==> config.mk <==
export PLATFORM = sky130hd
export DESIGN_NAME = lsu_s2_top
export DESIGN_NICKNAME = d
export VERILOG_FILES = /design/src/rtl/lsu_op_pkg.sv /design/src/rtl/lsu_mem_pkg.sv /design/src/rtl/lsu_lane_if.sv /design/src/rtl/lsu_op_decode.sv /design/src/rtl/lsu_byte_lane.sv /design/src/rtl/lsu_result_merge.sv /design/src/rtl/lsu_resp_ctrl.sv /design/src/rtl/lsu_s2_top.sv
export VERILOG_INCLUDE_DIRS = /design/src /design/src/rtl
export SDC_FILE = /design/constraint.sdc
export NUM_CORES = 1
export LEC_CHECK = 0
export CAP_MARGIN = 20
export CORE_AREA = 3 3 106 108
export CTS_CLUSTER_DIAMETER = 30
export DETAILED_ROUTE_END_ITERATION = 10
export DIE_AREA = 0 0 109 111
export DONT_BUFFER_PORTS = 1
export GPL_TIMING_DRIVEN = 0
export PLACE_DENSITY_LB_ADDON = 0.08
export SETUP_SLACK_MARGIN = 0.15
export SLEW_MARGIN = 30
export SYNTH_ARGS = -nofsm -noshare
export SYNTH_HDL_FRONTEND = slang
export SYNTH_SLANG_ARGS = --single-unit
==> constraint.sdc <==
create_clock -name clk -period 3.6 [get_ports clk]
set_input_delay 0 -clock clk [delete_from_list [all_inputs] [get_ports clk]]
set_output_delay 0 -clock clk [all_outputs]
set_load 0.01 [all_outputs]
==> src/rtl/lsu_consts.svh <==
`ifndef LSU_CONSTS_SVH
`define LSU_CONSTS_SVH

// datapath width of the 64-bit core
`define LSU_GRLEN 64

// one result lane per byte of the word
`define LSU_LANES 8

// bits carried by a lane
`define LSU_BYTE_W 8

// byte offset inside the read word
`define LSU_SHIFT_W 3

// encoded opcode width, room for the reduced set
`define LSU_OP_W 5

`endif

==> src/rtl/lsu_op_pkg.sv <==
`default_nettype none

`include "lsu_consts.svh"

package lsu_op_pkg;

  // reduced load/store opcode set handled by the second stage
  typedef enum logic [`LSU_OP_W-1:0] {
    IDLE  = 5'd0,
    // plain loads, signed and unsigned
    LD_B  = 5'd1,
    LD_BU = 5'd2,
    LD_H  = 5'd3,
    LD_HU = 5'd4,
    LD_W  = 5'd5,
    LD_WU = 5'd6,
    LD_D  = 5'd7,
    // stores return only the sc flag
    ST_B  = 5'd8,
    ST_H  = 5'd9,
    ST_W  = 5'd10,
    ST_D  = 5'd11,
    // load-linked behaves like a signed load
    LL_W  = 5'd12,
    LL_D  = 5'd13,
    // store-conditional reports success in bit 0
    SC_W  = 5'd14,
    SC_D  = 5'd15,
    // prefetch completes without waiting on the cache
    PRELD = 5'd16
  } lsu_op_e;

  // access size, encoded as log2 of the byte count
  typedef enum logic [1:0] {
    SIZE_B = 2'd0,
    SIZE_H = 2'd1,
    SIZE_W = 2'd2,
    SIZE_D = 2'd3
  } lsu_size_e;

endpackage

`default_nettype wire

==> src/rtl/lsu_mem_pkg.sv <==
`default_nettype none

`include "lsu_consts.svh"

package lsu_mem_pkg;

  // full read word from the data cache
  typedef logic [`LSU_GRLEN-1:0] lsu_word_t;

  // a single byte lane of the result
  typedef logic [`LSU_BYTE_W-1:0] lsu_byte_t;

  // byte offset of the access within the word
  typedef logic [`LSU_SHIFT_W-1:0] lsu_shift_t;

endpackage

`default_nettype wire

==> src/rtl/lsu_lane_if.sv <==
`default_nettype none

`include "lsu_consts.svh"

// steering info from the decoder, shared by all byte lanes
interface lsu_lane_if;

  lsu_mem_pkg::lsu_word_t  rdata;
  lsu_mem_pkg::lsu_shift_t shift;
  lsu_op_pkg::lsu_size_e   size;
  logic                    is_load;

  modport feed (
    output rdata, shift, size, is_load
  );

  // every lane sees the same word and offset
  modport lane (
    input rdata, shift, size, is_load
  );

endinterface

// lane results plus the extension controls, drained by the merge block
interface lsu_merge_if;

  // lane i only ever writes element i
  lsu_mem_pkg::lsu_byte_t  lane_byte [`LSU_LANES];
  logic [`LSU_LANES-1:0]   in_field;
  logic                    is_load;
  logic                    is_unsigned;
  lsu_op_pkg::lsu_size_e   size;

  modport lane (
    output lane_byte, in_field
  );

  // decoder side, same modport name as on the steering bus
  modport feed (
    output is_load, is_unsigned, size
  );

  modport drain (
    input lane_byte, in_field, is_load, is_unsigned, size
  );

endinterface

`default_nettype wire

==> src/rtl/lsu_op_decode.sv <==
`default_nettype none

module lsu_op_decode (
  input  lsu_op_pkg::lsu_op_e     lsu_op,
  input  lsu_mem_pkg::lsu_word_t  data_rdata,
  input  lsu_mem_pkg::lsu_shift_t lsu_shift,
  lsu_lane_if.feed                lane_feed,
  lsu_merge_if.feed               merge_feed,
  output logic                    is_prefetch,
  output logic                    is_idle
);

  lsu_op_pkg::lsu_size_e op_size;
  logic                  op_load;
  logic                  op_unsigned;

  // opcode to size / load / signedness
  always_comb begin
    // defaults cover idle, preld and any unused code
    op_size     = lsu_op_pkg::SIZE_B;
    op_load     = 1'b0;
    op_unsigned = 1'b0;
    unique case (lsu_op)
      lsu_op_pkg::LD_B: begin
        op_load = 1'b1;
      end
      lsu_op_pkg::LD_BU: begin
        op_load     = 1'b1;
        op_unsigned = 1'b1;
      end
      lsu_op_pkg::LD_H: begin
        op_size = lsu_op_pkg::SIZE_H;
        op_load = 1'b1;
      end
      lsu_op_pkg::LD_HU: begin
        op_size     = lsu_op_pkg::SIZE_H;
        op_load     = 1'b1;
        op_unsigned = 1'b1;
      end
      // ll.w sign-extends like ld.w
      lsu_op_pkg::LD_W, lsu_op_pkg::LL_W: begin
        op_size = lsu_op_pkg::SIZE_W;
        op_load = 1'b1;
      end
      lsu_op_pkg::LD_WU: begin
        op_size     = lsu_op_pkg::SIZE_W;
        op_load     = 1'b1;
        op_unsigned = 1'b1;
      end
      lsu_op_pkg::LD_D, lsu_op_pkg::LL_D: begin
        op_size = lsu_op_pkg::SIZE_D;
        op_load = 1'b1;
      end
      // stores and sc keep their size but are not loads
      lsu_op_pkg::ST_H: op_size = lsu_op_pkg::SIZE_H;
      lsu_op_pkg::ST_W, lsu_op_pkg::SC_W: op_size = lsu_op_pkg::SIZE_W;
      lsu_op_pkg::ST_D, lsu_op_pkg::SC_D: op_size = lsu_op_pkg::SIZE_D;
      default: op_size = lsu_op_pkg::SIZE_B;
    endcase
  end

  // steering for the lanes
  assign lane_feed.rdata   = data_rdata;
  assign lane_feed.shift   = lsu_shift;
  assign lane_feed.size    = op_size;
  assign lane_feed.is_load = op_load;

  // extension controls for the merge
  assign merge_feed.is_load     = op_load;
  assign merge_feed.is_unsigned = op_unsigned;
  assign merge_feed.size        = op_size;

  // flags used by completion tracking
  assign is_prefetch = (lsu_op == lsu_op_pkg::PRELD);
  assign is_idle     = (lsu_op == lsu_op_pkg::IDLE);

endmodule

`default_nettype wire

==> src/rtl/lsu_byte_lane.sv <==
`default_nettype none

`include "lsu_consts.svh"

module lsu_byte_lane #(
  parameter int LANE = 0
) (
  lsu_lane_if.lane  lane,
  lsu_merge_if.lane result
);

  lsu_mem_pkg::lsu_shift_t src_idx;
  logic [3:0]              field_bytes;

  // rotate by the access offset, wraps mod 8
  assign src_idx = lane.shift + LANE[`LSU_SHIFT_W-1:0];

  // bytes covered by the access, 1/2/4/8
  assign field_bytes = 4'd1 << lane.size;

  // pick the source byte for this result lane
  assign result.lane_byte[LANE] = lane.rdata[src_idx * `LSU_BYTE_W +: `LSU_BYTE_W];

  // lane belongs to the loaded field only on loads
  assign result.in_field[LANE] = lane.is_load && (LANE < int'(field_bytes));

endmodule

`default_nettype wire

==> src/rtl/lsu_result_merge.sv <==
`default_nettype none

`include "lsu_consts.svh"

module lsu_result_merge (
  lsu_merge_if.drain              lanes,
  input  logic                    data_scsucceed,
  output lsu_mem_pkg::lsu_word_t  read_result
);

  logic [$clog2(`LSU_LANES)-1:0] top_lane;
  logic                          sign_bit;
  lsu_mem_pkg::lsu_byte_t        fill_byte;
  lsu_mem_pkg::lsu_word_t        load_word;

  // highest lane inside the field holds the sign
  always_comb begin
    unique case (lanes.size)
      lsu_op_pkg::SIZE_B: top_lane = 3'd0;
      lsu_op_pkg::SIZE_H: top_lane = 3'd1;
      lsu_op_pkg::SIZE_W: top_lane = 3'd3;
      default:            top_lane = 3'd7;
    endcase
  end

  assign sign_bit = lanes.lane_byte[top_lane][`LSU_BYTE_W-1];

  // bytes above the field: zeros or sign copies
  assign fill_byte = lanes.is_unsigned ? '0 : {`LSU_BYTE_W{sign_bit}};

  // in-field lanes pass through, the rest get the fill
  always_comb begin
    for (int i = 0; i < `LSU_LANES; i++) begin
      if (lanes.in_field[i]) begin
        load_word[i*`LSU_BYTE_W +: `LSU_BYTE_W] = lanes.lane_byte[i];
      end else begin
        load_word[i*`LSU_BYTE_W +: `LSU_BYTE_W] = fill_byte;
      end
    end
  end

  // stores and sc only report the success flag in bit 0
  assign read_result = lanes.is_load ? load_word
                                     : lsu_mem_pkg::lsu_word_t'(data_scsucceed);

endmodule

`default_nettype wire

==> src/rtl/lsu_resp_ctrl.sv <==
`default_nettype none

module lsu_resp_ctrl (
  input  logic                   clk,
  input  logic                   rst_n,
  input  logic                   valid,
  input  logic                   lsu_recv,
  input  logic                   data_data_ok,
  input  logic                   data_exception,
  input  lsu_mem_pkg::lsu_word_t data_badvaddr,
  input  logic                   is_prefetch,
  input  logic                   is_idle,
  input  logic                   change,
  input  logic                   exception,
  output logic                   data_recv,
  output logic                   lsu_res_valid,
  output lsu_mem_pkg::lsu_word_t badvaddr,
  output logic                   badvaddr_valid
);

  logic res_held;
  logic resp_event;
  logic capture_allow;
  logic fault;

  // anything that completes the access this cycle
  assign resp_event = data_data_ok || data_exception || is_prefetch;

  // result stays valid until the consumer moves on with change
  always_ff @(posedge clk or negedge rst_n) begin
    if (!rst_n) begin
      res_held <= 1'b0;
    end else if (change) begin
      res_held <= 1'b0;
    end else if (resp_event) begin
      res_held <= 1'b1;
    end
  end

  // stop taking new data from the cache once a result is held
  assign data_recv = lsu_recv && !res_held;

  // no access in flight also counts as done
  assign lsu_res_valid = resp_event || res_held || !valid || is_idle;

  // only faults of a live access are recorded
  assign fault = data_exception && valid;

  // first fault closes the window, exception reopens it
  always_ff @(posedge clk or negedge rst_n) begin
    if (!rst_n) begin
      capture_allow <= 1'b1;
    end else if (exception) begin
      capture_allow <= 1'b1;
    end else if (fault) begin
      capture_allow <= 1'b0;
    end
  end

  // keep the address of the first fault only
  always_ff @(posedge clk or negedge rst_n) begin
    if (!rst_n) begin
      badvaddr <= '0;
    end else if (fault && capture_allow) begin
      badvaddr <= data_badvaddr;
    end
  end

  assign badvaddr_valid = !capture_allow;

endmodule

`default_nettype wire

==> src/rtl/lsu_s2_top.sv <==
`default_nettype none

`include "lsu_consts.svh"

module lsu_s2_top (
  input  logic                    clk,
  input  logic                    rst_n,

  input  logic                    valid,
  input  lsu_op_pkg::lsu_op_e     lsu_op,
  input  logic                    lsu_recv,
  input  lsu_mem_pkg::lsu_shift_t lsu_shift,

  // data cache response
  output logic                    data_recv,
  input  logic                    data_scsucceed,
  input  lsu_mem_pkg::lsu_word_t  data_rdata,
  input  logic                    data_exception,
  input  lsu_mem_pkg::lsu_word_t  data_badvaddr,
  input  logic                    data_data_ok,

  // aligned result towards writeback
  output lsu_mem_pkg::lsu_word_t  read_result,
  output logic                    lsu_res_valid,

  // pipeline flush and fault address
  input  logic                    change,
  input  logic                    exception,
  output lsu_mem_pkg::lsu_word_t  badvaddr,
  output logic                    badvaddr_valid
);

  logic is_prefetch;
  logic is_idle;

  lsu_lane_if  lane_bus ();
  lsu_merge_if merge_bus ();

  // opcode decode, drives both buses
  lsu_op_decode u_decode (
    .lsu_op      (lsu_op),
    .data_rdata  (data_rdata),
    .lsu_shift   (lsu_shift),
    .lane_feed   (lane_bus.feed),
    .merge_feed  (merge_bus.feed),
    .is_prefetch (is_prefetch),
    .is_idle     (is_idle)
  );

  // one lane per result byte
  for (genvar i = 0; i < `LSU_LANES; i++) begin : g_lane
    lsu_byte_lane #(
      .LANE (i)
    ) u_lane (
      .lane   (lane_bus.lane),
      .result (merge_bus.lane)
    );
  end

  // field merge and extension
  lsu_result_merge u_merge (
    .lanes          (merge_bus.drain),
    .data_scsucceed (data_scsucceed),
    .read_result    (read_result)
  );

  // completion and fault capture
  lsu_resp_ctrl u_resp (
    .clk            (clk),
    .rst_n          (rst_n),
    .valid          (valid),
    .lsu_recv       (lsu_recv),
    .data_data_ok   (data_data_ok),
    .data_exception (data_exception),
    .data_badvaddr  (data_badvaddr),
    .is_prefetch    (is_prefetch),
    .is_idle        (is_idle),
    .change         (change),
    .exception      (exception),
    .data_recv      (data_recv),
    .lsu_res_valid  (lsu_res_valid),
    .badvaddr       (badvaddr),
    .badvaddr_valid (badvaddr_valid)
  );

endmodule

`default_nettype wire

== Yosys cells after proc, flatten, opt, wreduce, memory -nomap -nowiden ==
Index checks and enable logic that the tools add are counted.

* Shift operators: 9
* Reduce and logical (&&, ||, !) cells: 28
* Add/subtract/negate cells: 7
* $mul: 0
* $lt $le $gt $ge: 9
* Bitwise gates (word level): 1
* Divide/modulo/power cells: 0
* Equality and inequality tests: 17
* Multiplexer cells: 21

{| class="wikitable"
|+ Operators by type and width
! kind !! number
|-
| variable part select 64 x 7 -> 8 bit || 8
|-
| 2-to-1 mux 8 bit || 11
|-
| 2-to-1 mux 64 bit || 1
|-
| == test 5 x 4 -> 1 bit, second input constant || 7
|-
| binary-select mux 8 bit (select 3 bit) || 1
|-
| == test 5 x 3 -> 1 bit, second input constant || 4
|-
| < comparator 3 x 4 -> 1 bit, first input constant || 4
|-
| adder 3 bit, second input constant || 4
|-
| logical AND 1 bit || 11
|-
| == test 5 x 2 -> 1 bit, second input constant || 2
|-
| case mux 3 bit (3 select lines) || 1
|-
| OR reduction 9 bit || 1
|-
| < comparator 1 x 4 -> 1 bit, first input constant || 2
|-
| < comparator 2 x 4 -> 1 bit, first input constant || 2
|-
| adder 3 x 2 -> 3 bit, second input constant || 2
|-
| 2-to-1 mux 1 bit || 6
|-
| case mux 2 bit (3 select lines) || 1
|-
| OR reduction 3 bit || 2
|-
| == test 5 x 1 -> 1 bit, second input constant || 1
|-
| == test 5 bit, second input constant || 1
|-
| zero test 5 bit || 1
|-
| logical OR 1 bit || 5
|-
| OR reduction 5 bit || 1
|-
| greater-or-equal comparator 4 bit, second input constant || 1
|-
| other kinds (9) || 12
|}

* Memory bits (read-only): 0
* Latch bits: 0
* Register bits: 66
* Output and inout port bits: 131
* Memories: 0
* RAM bits: 0

== Longest topological paths before layout ==
* Word-level depth: 12
* Mapped depth: 11
* Gate-level depth less buffers: 7

== Worst setup path after synthesis ==
Ideal clock, no wire load.

* Kind: input to output
* Start: input port lsu_shift[1]
* End: output port read_result[43]
* Arrival time: 2.539 ns
* Path slack: 1.061 ns
* Buffers on the path: 4
* Stages on the path: 11
* Cells stage by stage: buf_4 -> buf_2 -> clkbuf_1 -> inv_1 -> ha_1 -> mux4_2 -> nor2b_1 -> a211o_1 -> o2111ai_4 -> buf_6 -> o22ai_2

* Longest elaborated chain between the ends: 8
* Elaborated cells on any way between the ends: 21
* Classes of those cells: add/sub (7); shift (8); mux (6)

{| class="wikitable"
|+ RTL lines
! item !! RTL line !! RTL
|-
| start, declared || lsu_s2_top.sv:12 || <nowiki>input lsu_mem_pkg::lsu_shift_t lsu_shift,</nowiki>
|-
| adder 3 bit, or another cell as far along || lsu_byte_lane.sv:16 || <nowiki>assign src_idx = lane.shift + LANE[`LSU_SHIFT_W-1:0];</nowiki>
|-
| variable part select 64 x 7 -> 8 bit || lsu_byte_lane.sv:22 || <nowiki>assign result.lane_byte[LANE] = lane.rdata[src_idx * `LSU_BYTE_W +: `LSU_BYTE_W];</nowiki>
|-
| binary-select mux 8 bit (select 3 bit) || lsu_result_merge.sv:26 || <nowiki>assign sign_bit = lanes.lane_byte[top_lane][`LSU_BYTE_W-1];</nowiki>
|-
| 2-to-1 mux 8 bit (not written as such) (2 in series) || lsu_result_merge.sv:26 ||
|-
| 2-to-1 mux 8 bit || lsu_result_merge.sv:29 || <nowiki>assign fill_byte = lanes.is_unsigned ? '0 : {`LSU_BYTE_W{sign_bit}};</nowiki>
|-
| 2-to-1 mux 8 bit (*) || lsu_result_merge.sv:34 || <nowiki>if (lanes.in_field[i]) begin</nowiki>
|-
| 2-to-1 mux 64 bit (*) || lsu_result_merge.sv:43 || <nowiki>assign read_result = lanes.is_load ? load_word</nowiki>
|-
| end, declared || lsu_s2_top.sv:23 || <nowiki>output lsu_mem_pkg::lsu_word_t read_result,</nowiki>
|}

Every way passes the cells marked *; elsewhere a longest branch is shown, timed or not. The select of a mux whose other input is x is not followed.

== Final worst setup path ==
* Start: input port lsu_shift[1]
* End: output port read_result[11]

Same word-level chain as after synthesis.

==> flow_summary.toml <==
[clock_network]
cts_root_buffer = "clkbuf_8"
clock-sinks = 66
cts_buffer_depth = 2
cts_htree_levels = 3
cts_made_buffers = 9
cts_tree = "done"
clock_latency_ps = 330

[global_routing]
grt_usage_pct = 30.1
overflow = 0
grt_pass1_vias = 4761
antenna_found_initial = 0
grt_start_max_net_pins = 67
grt_pass1_wl_mm = 27.6

[yosys]
yosysUniqueCellTypes = 44
synthSimpleGateAreaFrac_pct = 3.38
synth_fa_ha_area_share_pct = 0.796
synth-async-reset-ratio_pct = 100
synth.largest_area_cell = "dfrtp_1"
synth_common_cells = "65 x dfrtp_1, 65 x mux2_2, 63 x mux4_2, 60 x mux2i_1, 29 x o22ai_2"
syn_area_per_cell_um2 = 13.5
yosys-top-cells-area = "dfrtp_1 29%, mux4_2 25%, mux2_2 13%"
synth_xor_area_share_pct = 1.42
syn-num-nets = 567
ys_seq_area_share_pct = 29.2
syn-cell-area_mm2 = 0.00566
synth-compound-area-share_pct = 11.6
yosysWarnings = 0
synth-main-ff-cell = "dfrtp_1"
synth.top_cell.area_share_pct = 28.7
ys_ff_latch = 66
synth_top_family_by_area = "multiplexers"
synth-edff-count = 0
synth_mux_area_share_pct = 49.5
syn_inst = 420

[cells_and_area]
stdcell_area_mm2 = 0.00673
area_delta_synth_final_pct = 18.9
antenna_cells = 0
num-nets-final = 647
drive_above_1_share_pct = 40.8

[sta]
final-hold-violation-count = 0
max_slew_margin_pct = 30.9
setup_ws_ps = 651
period_needed_ps = 2950
fin_skew_ps = 14.8
fmax_ghz = 0.339
holdWs_ps = 98.7
rsz0062_at_grt = "false"
setup_viol = 0
max_slew.worst_pin.slew_ps = 1030
fin_crit_sh_pct = 81.9
finalMaxSlewViolations = 0
fin_tns_setup_ps = 0

[place]
place.port_buffers = 0
dpl_cell_area_mm2 = 0.00583
hpwl_mm = 13.9
finalWeightedCongestion = 0.900
dp_slack_ps = 215

[power]
seqPwrFrac_pct = 43.1
combPwrFrac_pct = 34.3
power.switching_w = 0.000847
switching_share_pct = 34.6
cellPowerDensity_mw_per_mm2 = 364
leakage_nw = 2.69
ir_drop_uv = 335
p_int_w = 0.00160
clkPwrFrac_pct = 22.6

[floorplan]
pin_count = 276
die-area_mm2 = 0.0121
start_util_pct = 54.8
core.rowCount = 37
core_mm2 = 0.0103
die_w_um = 109
die_y_um = 111

[routing]
drtPass1Iterations = 4
dr_total_vias = 4355
ant_nets = 0
drtIter0Drc = 249
routed_wl_mm = 18.4
maxUsedRoutingLayer = "met4"
wl_met3_mm = 1.84
routed-wl-met2_mm = 9.60
met1Wirelength_mm = 6.21
wl_per_cell_um = 28.7
drcViolationCount = 0
avgViaCountPerCell = 6.79

[worst_setup_path]
crit_type = "in -> out"
worstSetupStartpointType = "input pin"
worstPathRequired_ps = 3600
cp.arrival_ps = 2950
critPathCaptureType = "output pin"
cp_max_fo = 19
r2r_slack_ps = 1820

[run_status]
outcome = "complete, no violations"

[job]
drv_cap = 0

[min_path]
hold_class = "in -> out"
## registers in the layout, summed over array words and instances (netlist names)
signal	count
u_resp.capture_allow	1
u_resp.res_held	1
u_resp.badvaddr	64
## per-stage QoR
stage	cells	total power, W	utilization, %
after floorplan	420	0.00164	-
after global placement	556	0.00179	56.5
after detailed placement	556	0.00181	56.5
after CTS	642	0.00244	65.2
after global routing	641	0.00257	65.1
final	641	0.00245	65.1
## per-layer routing
metal	GRT usage, %	vias up
met4	14.6	0
met5	0	-
met2	52.9	280
li1	-	1858
met1	32.0	2168
met3	9.26	49
## layout make-up
| cell class | count | area [µm²] |
|---|---|---|
| clock inverter | 4 | 26.3 |
| timing repair buffer | 70 | 718 |
| inverter | 7 | 26.3 |
| multi-input combinational | 309 | 3770 |
| buffer | 37 | 201 |
| fill | 741 | 3600 |
| tap | 136 | 170 |
| sequential | 66 | 1650 |
| clock buffer | 12 | 155 |
## cell families (layout without fill, tap and decap cells)
kind of cell / Yosys count / in the layout
buffers and inverters: 45 / 130
flip-flops: 66 / 66
AO/OA/AOI/OAI: 71 / 71
adder cells (fa/ha/maj): 4 / 4
multiplexers: 192 / 192
XOR/XNOR: 4 / 4
AND/OR/NAND/NOR: 38 / 38
## what timing repair did
action / 4_1_cts / 5_1_grt
resized for setup: 0 / 2
buffers inserted: 0 / 0
setup endpoints to repair: 0 / 18
hold buffers: 70 / 0
hold endpoints to repair: 132 / 0
## final timing paths
kind	startpoint	to	cells after the start
min in group asynchronous	rst_n	u_resp.badvaddr[38]	2
setup / recovery	lsu_shift[1]	read_result[11]	9
hold reg to reg	u_resp.badvaddr[46]	u_resp.badvaddr[46]	1
max in group asynchronous	rst_n	u_resp.capture_allow	2
setup reg to reg	u_resp.capture_allow	u_resp.badvaddr[14]	3
hold / removal	valid	lsu_res_valid	1
## power by group through the flow
stage	sequential (W)	clock [W]	combinational (W)
finish	0.00105	0.000554	0.000840
global route	0.00107	0.000602	0.000898
CTS	0.00105	0.000569	0.000828
detailed placement	0.00106	0	0.000747
global placement	0.00106	0	0.000729
floorplan	0.00102	0	0.000619
## layout by cell type, fill, tap and decap left out, types with 2 or more instances in the layout
cell           instances
dlygate4sd3_1         69
ha_1                   2
o22ai_2               29
mux2i_1               60
nor2_1                10
clkbuf_8              11
buf_6                  4
inv_1                  4
o21ai_1               19
mux2_1                 3
mux2_2                65
nor2b_1                6
buf_2                 10
mux4_2                63
dfrtp_1               65
nand3_1                4
inv_2                  3
a211o_1                2
nor3_1                 6
clkbuf_1              17
xor2_4                 2
nand2b_1               3
clkinv_2               2
and2_1                 2
o21ai_0                8
nand2_1                4
buf_4                  5
maj3_1                 2
a21oi_1                3
## worst max-delay path: stages
cell	delay [ps]
buf_4	190
buf_2	460
inv_1	100
ha_1	400
buf_2	340
clkbuf_1	540
mux4_2	340
mux2i_1	70
o21ai_0	510
Power figures use the tool's default switching activity.
